==> config.mk <==
export PLATFORM = sky130hd
export DESIGN_NAME = mmu_sv32
export DESIGN_NICKNAME = d
export VERILOG_FILES = /design/src/verilog/mmu_pkg.sv /design/src/verilog/mmu_sv32.sv /design/src/verilog/page_walker.sv /design/src/verilog/tlb_entry.sv /design/src/verilog/tlb_lookup.sv /design/src/verilog/tlb_replace.sv
export VERILOG_INCLUDE_DIRS = /design/src /design/src/verilog
export SDC_FILE = /design/constraint.sdc
export NUM_CORES = 1
export LEC_CHECK = 0
export ABC_AREA = 0
export BUFFER_PORTS_ARGS = -buffer_cell sky130_fd_sc_hd__buf_4
export CAP_MARGIN = 20
export CORE_UTILIZATION = 38
export DETAILED_ROUTE_END_ITERATION = 12
export PLACE_DENSITY_LB_ADDON = 0.12
export SLEW_MARGIN = 15
export SYNTH_ARGS = -nofsm -noshare
export SYNTH_HDL_FRONTEND = slang
export SYNTH_HIERARCHICAL = 1
export SYNTH_SLANG_ARGS = --single-unit
==> constraint.sdc <==
create_clock -name clk_i -period 7.05 [get_ports clk_i]
set_input_delay 0.705 -clock clk_i [delete_from_list [all_inputs] [get_ports clk_i]]
set_output_delay 0.705 -clock clk_i [all_outputs]
set_load 0.03 [all_outputs]
==> src/verilog/mmu_consts.svh <==
`ifndef MMU_CONSTS_SVH
`define MMU_CONSTS_SVH

// address geometry for Sv32 on a 34-bit physical bus
`define MMU_VLEN 32
`define MMU_PLEN 34
`define MMU_PPNW 22
`define MMU_VPNW 20
`define MMU_OFFW 12

// size of the fully associative data TLB
`define MMU_TLB_ENTRIES 4

// exception causes as defined by the privileged spec
`define MMU_CAUSE_LD_PF 13
`define MMU_CAUSE_ST_PF 15

// pte flag positions, G (bit 5) is not looked at
`define MMU_PTE_V 0
`define MMU_PTE_R 1
`define MMU_PTE_W 2
`define MMU_PTE_X 3
`define MMU_PTE_U 4
`define MMU_PTE_A 6
`define MMU_PTE_D 7
// ppn field starts here and runs to the msb
`define MMU_PTE_PPN_LSB 10

`endif

==> src/verilog/mmu_pkg.sv <==
`default_nettype none

`include "mmu_consts.svh"

package mmu_pkg;

    // --------------------
    // address and pte vectors
    // --------------------
    typedef logic [`MMU_VLEN-1:0] vaddr_t;
    // also used as the wishbone byte address
    typedef logic [`MMU_PLEN-1:0] paddr_t;
    typedef logic [`MMU_PPNW-1:0] ppn_t;
    typedef logic [`MMU_VPNW-1:0] vpn_t;
    // raw entry as read from memory
    typedef logic [31:0] pte_t;
    typedef logic [3:0] cause_t;
    // one bit per TLB entry
    typedef logic [`MMU_TLB_ENTRIES-1:0] tlb_sel_t;

    // --------------------
    // state and privilege
    // --------------------
    typedef enum logic [2:0] {
        WALK_IDLE,
        WALK_L1_READ,
        WALK_L0_READ,
        WALK_REFILL,
        WALK_FAULT
    } walk_state_e;

    typedef enum logic {
        PRIV_LVL_U = 1'b0,
        PRIV_LVL_S = 1'b1
    } priv_lvl_e;

endpackage

`default_nettype wire

==> src/verilog/mmu_sv32.sv <==
`timescale 1ns/1ns
`default_nettype none

`include "mmu_consts.svh"

module mmu_sv32 (
    input  logic               clk_i,
    input  logic               rst_ni,
    input  logic               flush_tlb_i,
    input  logic               enable_translation_i,
    input  logic               sum_i,
    input  mmu_pkg::ppn_t      satp_ppn_i,
    input  logic               req_i,
    input  logic               is_store_i,
    input  mmu_pkg::vaddr_t    vaddr_i,
    input  mmu_pkg::priv_lvl_e priv_i,
    output logic               ready_o,
    output logic               valid_o,
    output logic               fault_o,
    output mmu_pkg::paddr_t    paddr_o,
    output mmu_pkg::cause_t    cause_o,
    output mmu_pkg::vaddr_t    tval_o,
    output logic               cyc_o,
    output logic               stb_o,
    output mmu_pkg::paddr_t    adr_o,
    input  mmu_pkg::pte_t      dat_i,
    input  logic               ack_i
);
    import mmu_pkg::*;

    // request stage register
    logic      req_q;
    logic      is_store_q;
    vaddr_t    vaddr_q;
    priv_lvl_e priv_q;

    // TLB array and walker nets
    tlb_sel_t we;
    tlb_sel_t hit;
    tlb_sel_t is_4m;
    pte_t     pte [`MMU_TLB_ENTRIES];
    logic     refill;
    vpn_t     refill_vpn;
    pte_t     refill_pte;
    logic     refill_is_4m;
    logic     walk_fault;
    logic     lu_hit;
    logic     lu_miss;
    logic     perm_fault;
    paddr_t   lu_paddr;
    logic     translate;

    assign translate = req_q & enable_translation_i;
    // stall only while a translated request waits for its walk
    assign ready_o   = !translate || lu_hit || walk_fault;

    // --------------------
    // stage register
    // --------------------
    always_ff @(posedge clk_i or negedge rst_ni) begin
        if (!rst_ni) begin
            req_q <= 1'b0;
        end else if (ready_o) begin
            req_q <= req_i;
        end
    end

    always_ff @(posedge clk_i) begin
        if (ready_o && req_i) begin
            vaddr_q    <= vaddr_i;
            is_store_q <= is_store_i;
            priv_q     <= priv_i;
        end
    end

    tlb_replace u_tlb_replace (
        .clk_i    (clk_i),
        .rst_ni   (rst_ni),
        .refill_i (refill),
        .we_o     (we)
    );

    for (genvar i = 0; i < `MMU_TLB_ENTRIES; i++) begin : g_entry
        tlb_entry u_tlb_entry (
            .clk_i      (clk_i),
            .rst_ni     (rst_ni),
            .flush_i    (flush_tlb_i),
            .we_i       (we[i]),
            .wr_vpn_i   (refill_vpn),
            .wr_pte_i   (refill_pte),
            .wr_is_4m_i (refill_is_4m),
            .lu_vpn_i   (vaddr_q[`MMU_VLEN-1:`MMU_OFFW]),
            .hit_o      (hit[i]),
            .pte_o      (pte[i]),
            .is_4m_o    (is_4m[i])
        );
    end

    tlb_lookup u_tlb_lookup (
        .hit_i        (hit),
        .pte_i        (pte),
        .is_4m_i      (is_4m),
        .vaddr_i      (vaddr_q),
        .is_store_i   (is_store_q),
        .priv_i       (priv_q),
        .sum_i        (sum_i),
        .hit_o        (lu_hit),
        .miss_o       (lu_miss),
        .paddr_o      (lu_paddr),
        .perm_fault_o (perm_fault)
    );

    page_walker u_page_walker (
        .clk_i          (clk_i),
        .rst_ni         (rst_ni),
        .start_i        (translate & lu_miss),
        .vaddr_i        (vaddr_q),
        .satp_ppn_i     (satp_ppn_i),
        .cyc_o          (cyc_o),
        .stb_o          (stb_o),
        .adr_o          (adr_o),
        .dat_i          (dat_i),
        .ack_i          (ack_i),
        .refill_o       (refill),
        .refill_vpn_o   (refill_vpn),
        .refill_pte_o   (refill_pte),
        .refill_is_4m_o (refill_is_4m),
        .walk_fault_o   (walk_fault)
    );

    // --------------------
    // result select
    // --------------------
    always_comb begin : result_sel
        valid_o = 1'b0;
        fault_o = 1'b0;
        // bare mode, zero extended
        paddr_o = paddr_t'(vaddr_q);
        if (req_q) begin
            if (!enable_translation_i) begin
                valid_o = 1'b1;
            end else if (lu_hit) begin
                valid_o = 1'b1;
                fault_o = perm_fault;
                paddr_o = lu_paddr;
            end else if (walk_fault) begin
                valid_o = 1'b1;
                fault_o = 1'b1;
            end
        end
    end

    // only page faults exist here, the access type picks the code
    assign cause_o = is_store_q ? cause_t'(`MMU_CAUSE_ST_PF) : cause_t'(`MMU_CAUSE_LD_PF);
    assign tval_o  = vaddr_q;

endmodule

`default_nettype wire

==> src/verilog/page_walker.sv <==
`timescale 1ns/1ns
`default_nettype none

`include "mmu_consts.svh"

module page_walker (
    input  logic            clk_i,
    input  logic            rst_ni,
    input  logic            start_i,
    input  mmu_pkg::vaddr_t vaddr_i,
    input  mmu_pkg::ppn_t   satp_ppn_i,
    output logic            cyc_o,
    output logic            stb_o,
    output mmu_pkg::paddr_t adr_o,
    input  mmu_pkg::pte_t   dat_i,
    input  logic            ack_i,
    output logic            refill_o,
    output mmu_pkg::vpn_t   refill_vpn_o,
    output mmu_pkg::pte_t   refill_pte_o,
    output logic            refill_is_4m_o,
    output logic            walk_fault_o
);
    import mmu_pkg::*;

    walk_state_e state_q, state_d;
    logic        stb_q, stb_d;
    paddr_t      adr_q, adr_d;
    pte_t        pte_q, pte_d;
    logic        is_4m_q, is_4m_d;
    vpn_t        vpn;
    logic        rd_leaf;
    logic        rd_bad;

    // request stays stable in the stage register for the whole walk
    assign vpn = vaddr_i[`MMU_VLEN-1:`MMU_OFFW];

    // decode of the word on the bus
    assign rd_leaf = dat_i[`MMU_PTE_R] | dat_i[`MMU_PTE_X];
    // invalid, or the reserved W without R encoding
    assign rd_bad  = !dat_i[`MMU_PTE_V] | (dat_i[`MMU_PTE_W] & !dat_i[`MMU_PTE_R]);

    // --------------------
    // walk FSM
    // --------------------
    always_comb begin : walk_fsm
        state_d = state_q;
        stb_d   = stb_q;
        adr_d   = adr_q;
        pte_d   = pte_q;
        is_4m_d = is_4m_q;
        case (state_q)
            WALK_IDLE: begin
                if (start_i) begin
                    // root table entry at satp.ppn*4096 + vpn[1]*4
                    state_d = WALK_L1_READ;
                    stb_d   = 1'b1;
                    adr_d   = {satp_ppn_i, vpn[`MMU_VPNW-1:`MMU_VPNW/2], 2'b00};
                end
            end
            WALK_L1_READ: begin
                if (ack_i) begin
                    stb_d = 1'b0;
                    pte_d = dat_i;
                    if (rd_bad) begin
                        state_d = WALK_FAULT;
                    end else if (rd_leaf) begin
                        is_4m_d = 1'b1;
                        // megapage needs ppn[0] clear
                        if (|dat_i[`MMU_PTE_PPN_LSB +: `MMU_VPNW/2]) begin
                            state_d = WALK_FAULT;
                        end else begin
                            state_d = WALK_REFILL;
                        end
                    end else begin
                        // pointer to the next table
                        is_4m_d = 1'b0;
                        state_d = WALK_L0_READ;
                        adr_d   = {dat_i[`MMU_PTE_PPN_LSB +: `MMU_PPNW],
                                   vpn[`MMU_VPNW/2-1:0], 2'b00};
                    end
                end
            end
            WALK_L0_READ: begin
                if (!stb_q) begin
                    // one idle bus cycle between the two reads
                    stb_d = 1'b1;
                end else if (ack_i) begin
                    stb_d = 1'b0;
                    pte_d = dat_i;
                    // last level must be a valid leaf
                    if (rd_bad || !rd_leaf) begin
                        state_d = WALK_FAULT;
                    end else begin
                        state_d = WALK_REFILL;
                    end
                end
            end
            WALK_REFILL, WALK_FAULT: begin
                state_d = WALK_IDLE;
            end
            default: begin
                state_d = WALK_IDLE;
            end
        endcase
    end

    always_ff @(posedge clk_i or negedge rst_ni) begin
        if (!rst_ni) begin
            state_q <= WALK_IDLE;
            stb_q   <= 1'b0;
        end else begin
            state_q <= state_d;
            stb_q   <= stb_d;
        end
    end

    // address and fetched pte
    always_ff @(posedge clk_i) begin
        adr_q   <= adr_d;
        pte_q   <= pte_d;
        is_4m_q <= is_4m_d;
    end

    // --------------------
    // outputs
    // --------------------
    // read only master, cyc follows stb
    assign cyc_o          = stb_q;
    assign stb_o          = stb_q;
    assign adr_o          = adr_q;
    assign refill_o       = state_q == WALK_REFILL;
    assign refill_vpn_o   = vpn;
    assign refill_pte_o   = pte_q;
    assign refill_is_4m_o = is_4m_q;
    assign walk_fault_o   = state_q == WALK_FAULT;

    // classic handshake holds strobe and address until the slave acks
    a_wb_hold: assert property (@(posedge clk_i) disable iff (!rst_ni)
        (stb_o && !ack_i) |=> (stb_o && $stable(adr_o)));

endmodule

`default_nettype wire

==> src/verilog/tlb_entry.sv <==
`timescale 1ns/1ns
`default_nettype none

`include "mmu_consts.svh"

module tlb_entry (
    input  logic          clk_i,
    input  logic          rst_ni,
    input  logic          flush_i,
    input  logic          we_i,
    input  mmu_pkg::vpn_t wr_vpn_i,
    input  mmu_pkg::pte_t wr_pte_i,
    input  logic          wr_is_4m_i,
    input  mmu_pkg::vpn_t lu_vpn_i,
    output logic          hit_o,
    output mmu_pkg::pte_t pte_o,
    output logic          is_4m_o
);
    import mmu_pkg::*;

    logic valid_q;
    vpn_t tag_q;
    pte_t pte_q;
    logic is_4m_q;
    logic hi_match;
    logic lo_match;

    // valid bit cleared by reset and by a global flush
    always_ff @(posedge clk_i or negedge rst_ni) begin
        if (!rst_ni) begin
            valid_q <= 1'b0;
        end else if (flush_i) begin
            valid_q <= 1'b0;
        end else if (we_i) begin
            valid_q <= 1'b1;
        end
    end

    // tag and pte payload
    always_ff @(posedge clk_i) begin
        if (we_i) begin
            tag_q   <= wr_vpn_i;
            pte_q   <= wr_pte_i;
            is_4m_q <= wr_is_4m_i;
        end
    end

    // vpn[1] always compared and vpn[0] ignored for a megapage
    assign hi_match = tag_q[`MMU_VPNW-1:`MMU_VPNW/2] == lu_vpn_i[`MMU_VPNW-1:`MMU_VPNW/2];
    assign lo_match = tag_q[`MMU_VPNW/2-1:0] == lu_vpn_i[`MMU_VPNW/2-1:0];
    assign hit_o    = valid_q && hi_match && (is_4m_q || lo_match);
    assign pte_o    = pte_q;
    assign is_4m_o  = is_4m_q;

    // flush is only issued with no walk in flight
    a_no_write_on_flush: assert property (@(posedge clk_i) disable iff (!rst_ni)
        flush_i |-> !we_i);

endmodule

`default_nettype wire

==> src/verilog/tlb_lookup.sv <==
`timescale 1ns/1ns
`default_nettype none

`include "mmu_consts.svh"

module tlb_lookup (
    input  mmu_pkg::tlb_sel_t hit_i,
    input  mmu_pkg::pte_t     pte_i [`MMU_TLB_ENTRIES],
    input  mmu_pkg::tlb_sel_t is_4m_i,
    input  mmu_pkg::vaddr_t   vaddr_i,
    input  logic              is_store_i,
    input  mmu_pkg::priv_lvl_e priv_i,
    input  logic              sum_i,
    output logic              hit_o,
    output logic              miss_o,
    output mmu_pkg::paddr_t   paddr_o,
    output logic              perm_fault_o
);
    import mmu_pkg::*;

    pte_t sel_pte;
    logic sel_is_4m;
    ppn_t sel_ppn;

    // --------------------
    // entry select
    // --------------------
    // and-or mux, at most one entry hits
    always_comb begin : sel_entry
        sel_pte   = '0;
        sel_is_4m = 1'b0;
        for (int i = 0; i < `MMU_TLB_ENTRIES; i++) begin
            sel_pte   = sel_pte | ({32{hit_i[i]}} & pte_i[i]);
            sel_is_4m = sel_is_4m | (hit_i[i] & is_4m_i[i]);
        end
    end

    assign hit_o   = |hit_i;
    assign miss_o  = ~hit_o;
    assign sel_ppn = sel_pte[`MMU_PTE_PPN_LSB +: `MMU_PPNW];

    // --------------------
    // address forming
    // --------------------
    always_comb begin : form_paddr
        if (sel_is_4m) begin
            // megapage keeps vpn[0] and offset from the vaddr
            paddr_o = {sel_ppn[`MMU_PPNW-1:`MMU_VPNW/2],
                       vaddr_i[`MMU_OFFW+`MMU_VPNW/2-1:0]};
        end else begin
            paddr_o = {sel_ppn, vaddr_i[`MMU_OFFW-1:0]};
        end
    end

    // --------------------
    // permission check
    // --------------------
    always_comb begin : perm_check
        // accessed bit is never set by hardware here
        perm_fault_o = !sel_pte[`MMU_PTE_A];
        if (is_store_i) begin
            // store needs write permission and a dirty page
            perm_fault_o = perm_fault_o || !sel_pte[`MMU_PTE_W] || !sel_pte[`MMU_PTE_D];
        end else begin
            perm_fault_o = perm_fault_o || !sel_pte[`MMU_PTE_R];
        end
        if (priv_i == PRIV_LVL_U) begin
            // user may only touch user pages
            perm_fault_o = perm_fault_o || !sel_pte[`MMU_PTE_U];
        end else begin
            // supervisor reaches user pages only with SUM set
            perm_fault_o = perm_fault_o || (sel_pte[`MMU_PTE_U] && !sum_i);
        end
    end

    // duplicate tags would mean the walker refilled a page already cached
    always_comb begin : chk_hit
        assert ($onehot0(hit_i))
        else $error("tlb_lookup: more than one entry hits");
    end

endmodule

`default_nettype wire

==> src/verilog/tlb_replace.sv <==
`timescale 1ns/1ns
`default_nettype none

`include "mmu_consts.svh"

module tlb_replace (
    input  logic              clk_i,
    input  logic              rst_ni,
    input  logic              refill_i,
    output mmu_pkg::tlb_sel_t we_o
);
    import mmu_pkg::*;

    // one-hot victim pointer where entry 0 goes first after reset
    tlb_sel_t victim_q;

    // --------------------
    // round-robin pointer
    // --------------------
    always_ff @(posedge clk_i or negedge rst_ni) begin
        if (!rst_ni) begin
            victim_q <= tlb_sel_t'(1);
        end else if (refill_i) begin
            // rotate one place per refill
            victim_q <= {victim_q[`MMU_TLB_ENTRIES-2:0], victim_q[`MMU_TLB_ENTRIES-1]};
        end
    end

    // write enable only while the walker pulses a refill
    assign we_o = refill_i ? victim_q : '0;

    // a refill must never land in two entries at once
    a_we_onehot: assert property (@(posedge clk_i) disable iff (!rst_ni)
        $onehot0(we_o));

endmodule

`default_nettype wire
==> flow_summary.ini <==
[timing]
post-route-period-util_pct = 69.6
worst_pin_slew_ns = 1.02
setup_slack_ns = 2.14
setup_viol = 0
fin_tns_setup_ns = 0
drv_slew = 0
hold_viol = 0
max_slew_margin_pct = 32.3
max_clock_freq_mhz = 204
rsz0062_at_grt = false
fin_crit_ns = 4.91
timing.hold.ws_ns = 0.0721
clock_skew_ns = 0.0264

[grt]
met1_usage_pct = 21.1
grt_pass1_wl_um = 41600
grtUsageTotal_pct = 16.6
use_met3_pct = 3.13
gr-total-overflow = 0
grt_start_max_net_pins = 50
antenna_found_initial = 0
grt_pass1_vias = 7102
use_met2_pct = 28.8
busiest_layer = met2

[clocking]
cts_hold_buffers = 0
max-clock-path-buffers = 3
post-cts-setup-buffer-count = 0
cts_tree = yes
cts_root_buf = clkbuf_16
clock_sinks = 299
cts_inserted_buffers = 34
insertion_delay_ns = 0.51
h-tree-depth = 2
cts_resized = 0
clk_pin_slew_worst_paths_ns = 0.06

[floorplan]
ioPinCount = 204
coreArea_um2 = 31700
num_rows = 65
initial_core_util_pct = 38.8
die_h_um = 182
dieWidth_um = 182
die_area_um2 = 33100

[worst_setup_path]
cp.required_ns = 6.34
cp_slowest_cell = edfxtp_1
reg2reg_to = u_page_walker/adr_o[10]
worstPathArrival_ns = 4.20
cp-start-kind = register
cp_num_buf_inv = 2
crit_start = tval_o[19]
crit_type = reg -> out
cpMostUsedCell = buf_4
path_depth = 9
reg2reg_depth = 11
rrSetupSlack_ns = 3.15
crit_fanout = 34
crit_path_max_incr_delay_ns = 0.64
setup.worst_path.end = paddr_o[16]
critPathCaptureType = output pin
crit_chain = xor2_1 -> nor4_1 -> a41oi_1 -> nor3_2 -> buf_4 -> or4_4 -> nand3_4 -> mux2_4 -> buf_4
r2r-start = tval_o[15]
cp_top_family = simple AND/OR/NAND/NOR gates

[routing]
ant_nets = 0
drt-initial-drc-count = 477
via_per_inst = 5.00
dr.pass1.iters = 4
wl_per_cell_um = 20.8
num_vias = 6579
route.detailed.drc = 0
wl_um = 27400

[yosys]
syn_area_per_cell_um2 = 17.5
synthCells = 705
yosys_warnings = 6
syn-cell-area_um2 = 12300

[worst_hold_path]
hold_class = in -> async

[pwr]
p_leak_nw = 5.53
p_per_area_nw_per_um2 = 298
total_power_mw = 4.52
peakVddDrop_uv = 141

[layout]
area_delta_synth_final_pct = 23.1
diodes = 0
layout-drive-gt1-share_pct = 39.9
layoutNonFillerInstCount = 1317
nets = 984

[placement]
dpl.hpwl_um = 17000
pre_cts_ws_ns = 2.56
place_congestion = 0.732
io_buffers = 195
place.detailed.instances = 1254

[job]
cap_violations = 0

[run_status]
status = completed
==> flip-flops by register name (all words and copies together), names as in the netlist <==
signal / count
u_page_walker/state_q: 3
req_q: 1
g_entry.u_tlb_entry/is_4m_o: 4
u_page_walker/refill_pte_o: 27
priv_q: 1
u_page_walker/adr_o: 32
g_entry.u_tlb_entry/pte_o: 108
u_tlb_replace/victim_q: 4
is_store_q: 1
u_page_walker/cyc_o: 1
g_entry.u_tlb_entry/valid_q: 4
g_entry.u_tlb_entry/tag_q: 80
tval_o: 32
u_page_walker/refill_is_4m_o: 1
==> power by group <==
| group | total [mW] | leakage, nW | switching, mW | internal, mW |
|---|---|---|---|---|
| Combinational | 0.481 | 2.16 | 0.272 | 0.209 |
| Clock | 1.90 | 0.596 | 0.693 | 1.20 |
| Sequential | 2.15 | 2.78 | 0.0892 | 2.06 |
==> how the worst min path moves through the flow <==
stage / endpoint / slack, ns / cells after the start
final: u_tlb_replace/victim_q[3] / 0.07 / 1
after global placement: g_entry[3].u_tlb_entry/pte_o[31] / 0.47 / 0
after global routing: u_tlb_replace/victim_q[3] / 0.06 / 1
after CTS: u_tlb_replace/victim_q[3] / 0.05 / 1
after floorplan: g_entry[0].u_tlb_entry/valid_q / 0.41 / 0
after detailed placement: g_entry[2].u_tlb_entry/pte_o[31] / 0.48 / 0
==> final cells by class <==
type	count	area [µm²]
fill	2708	16500
sequential	299	8910
multi-input combinational	338	2930
timing repair buffer	206	1560
clock buffer	44	940
tap	402	503
clock inverter	18	290
inverter	10	37.5
==> stage by stage <==
step	utilization, %	cell area [µm²]
final	47.8	15200
after global routing	47.8	15200
after CTS	47.8	15100
after detailed placement	43.9	13900
after global placement	43.9	13900
after floorplan	-	12300
==> layer usage <==
metal / vias to the layer above / routed length [µm] / part of all wire [%]
met4: 0 / 532 / 1.9
met5: - / 0 / 0
met3: 45 / 1240 / 4.5
li1: 3043 / - / -
met2: 179 / 13700 / 50
met1: 3312 / 11900 / 43
==> worst reg2reg max path, stage by stage, from the launching register on <==
cell      delay [ns]
edfxtp_1        0.78
xor2_1          0.20
nor4_1          0.08
a41oi_1         0.28
nor3_2          0.06
buf_4           0.26
or4_4           0.68
inv_2           0.07
and3_1          0.25
nand2b_1        0.14
o32ai_4         0.21
buf_4           0.49
==> cell usage in the layout (no fill, tap or decap), types with 2 or more instances in the layout <==
cell / n
clkinv_8: 2
clkinv_1: 2
conb_1: 5
nor4_2: 4
clkinvlp_4: 2
nor2_1: 17
nand3_1: 5
or4_4: 2
a22oi_1: 54
clkbuf_1: 6
a41oi_1: 4
dfrtp_1: 12
mux2_4: 32
clkinv_2: 5
and2_2: 4
nor3_2: 4
xnor2_1: 32
clkbuf_16: 35
inv_1: 9
mux2i_1: 2
xor2_1: 48
clkbuf_8: 3
mux2_2: 46
buf_4: 205
nor4_1: 10
a31oi_1: 2
edfxtp_1: 286
a21oi_1: 3
nand2_1: 26
o21ai_0: 4
nand4_1: 8
nand2b_1: 2
bufinv_16: 7
(Power assumes the default switching activity.)
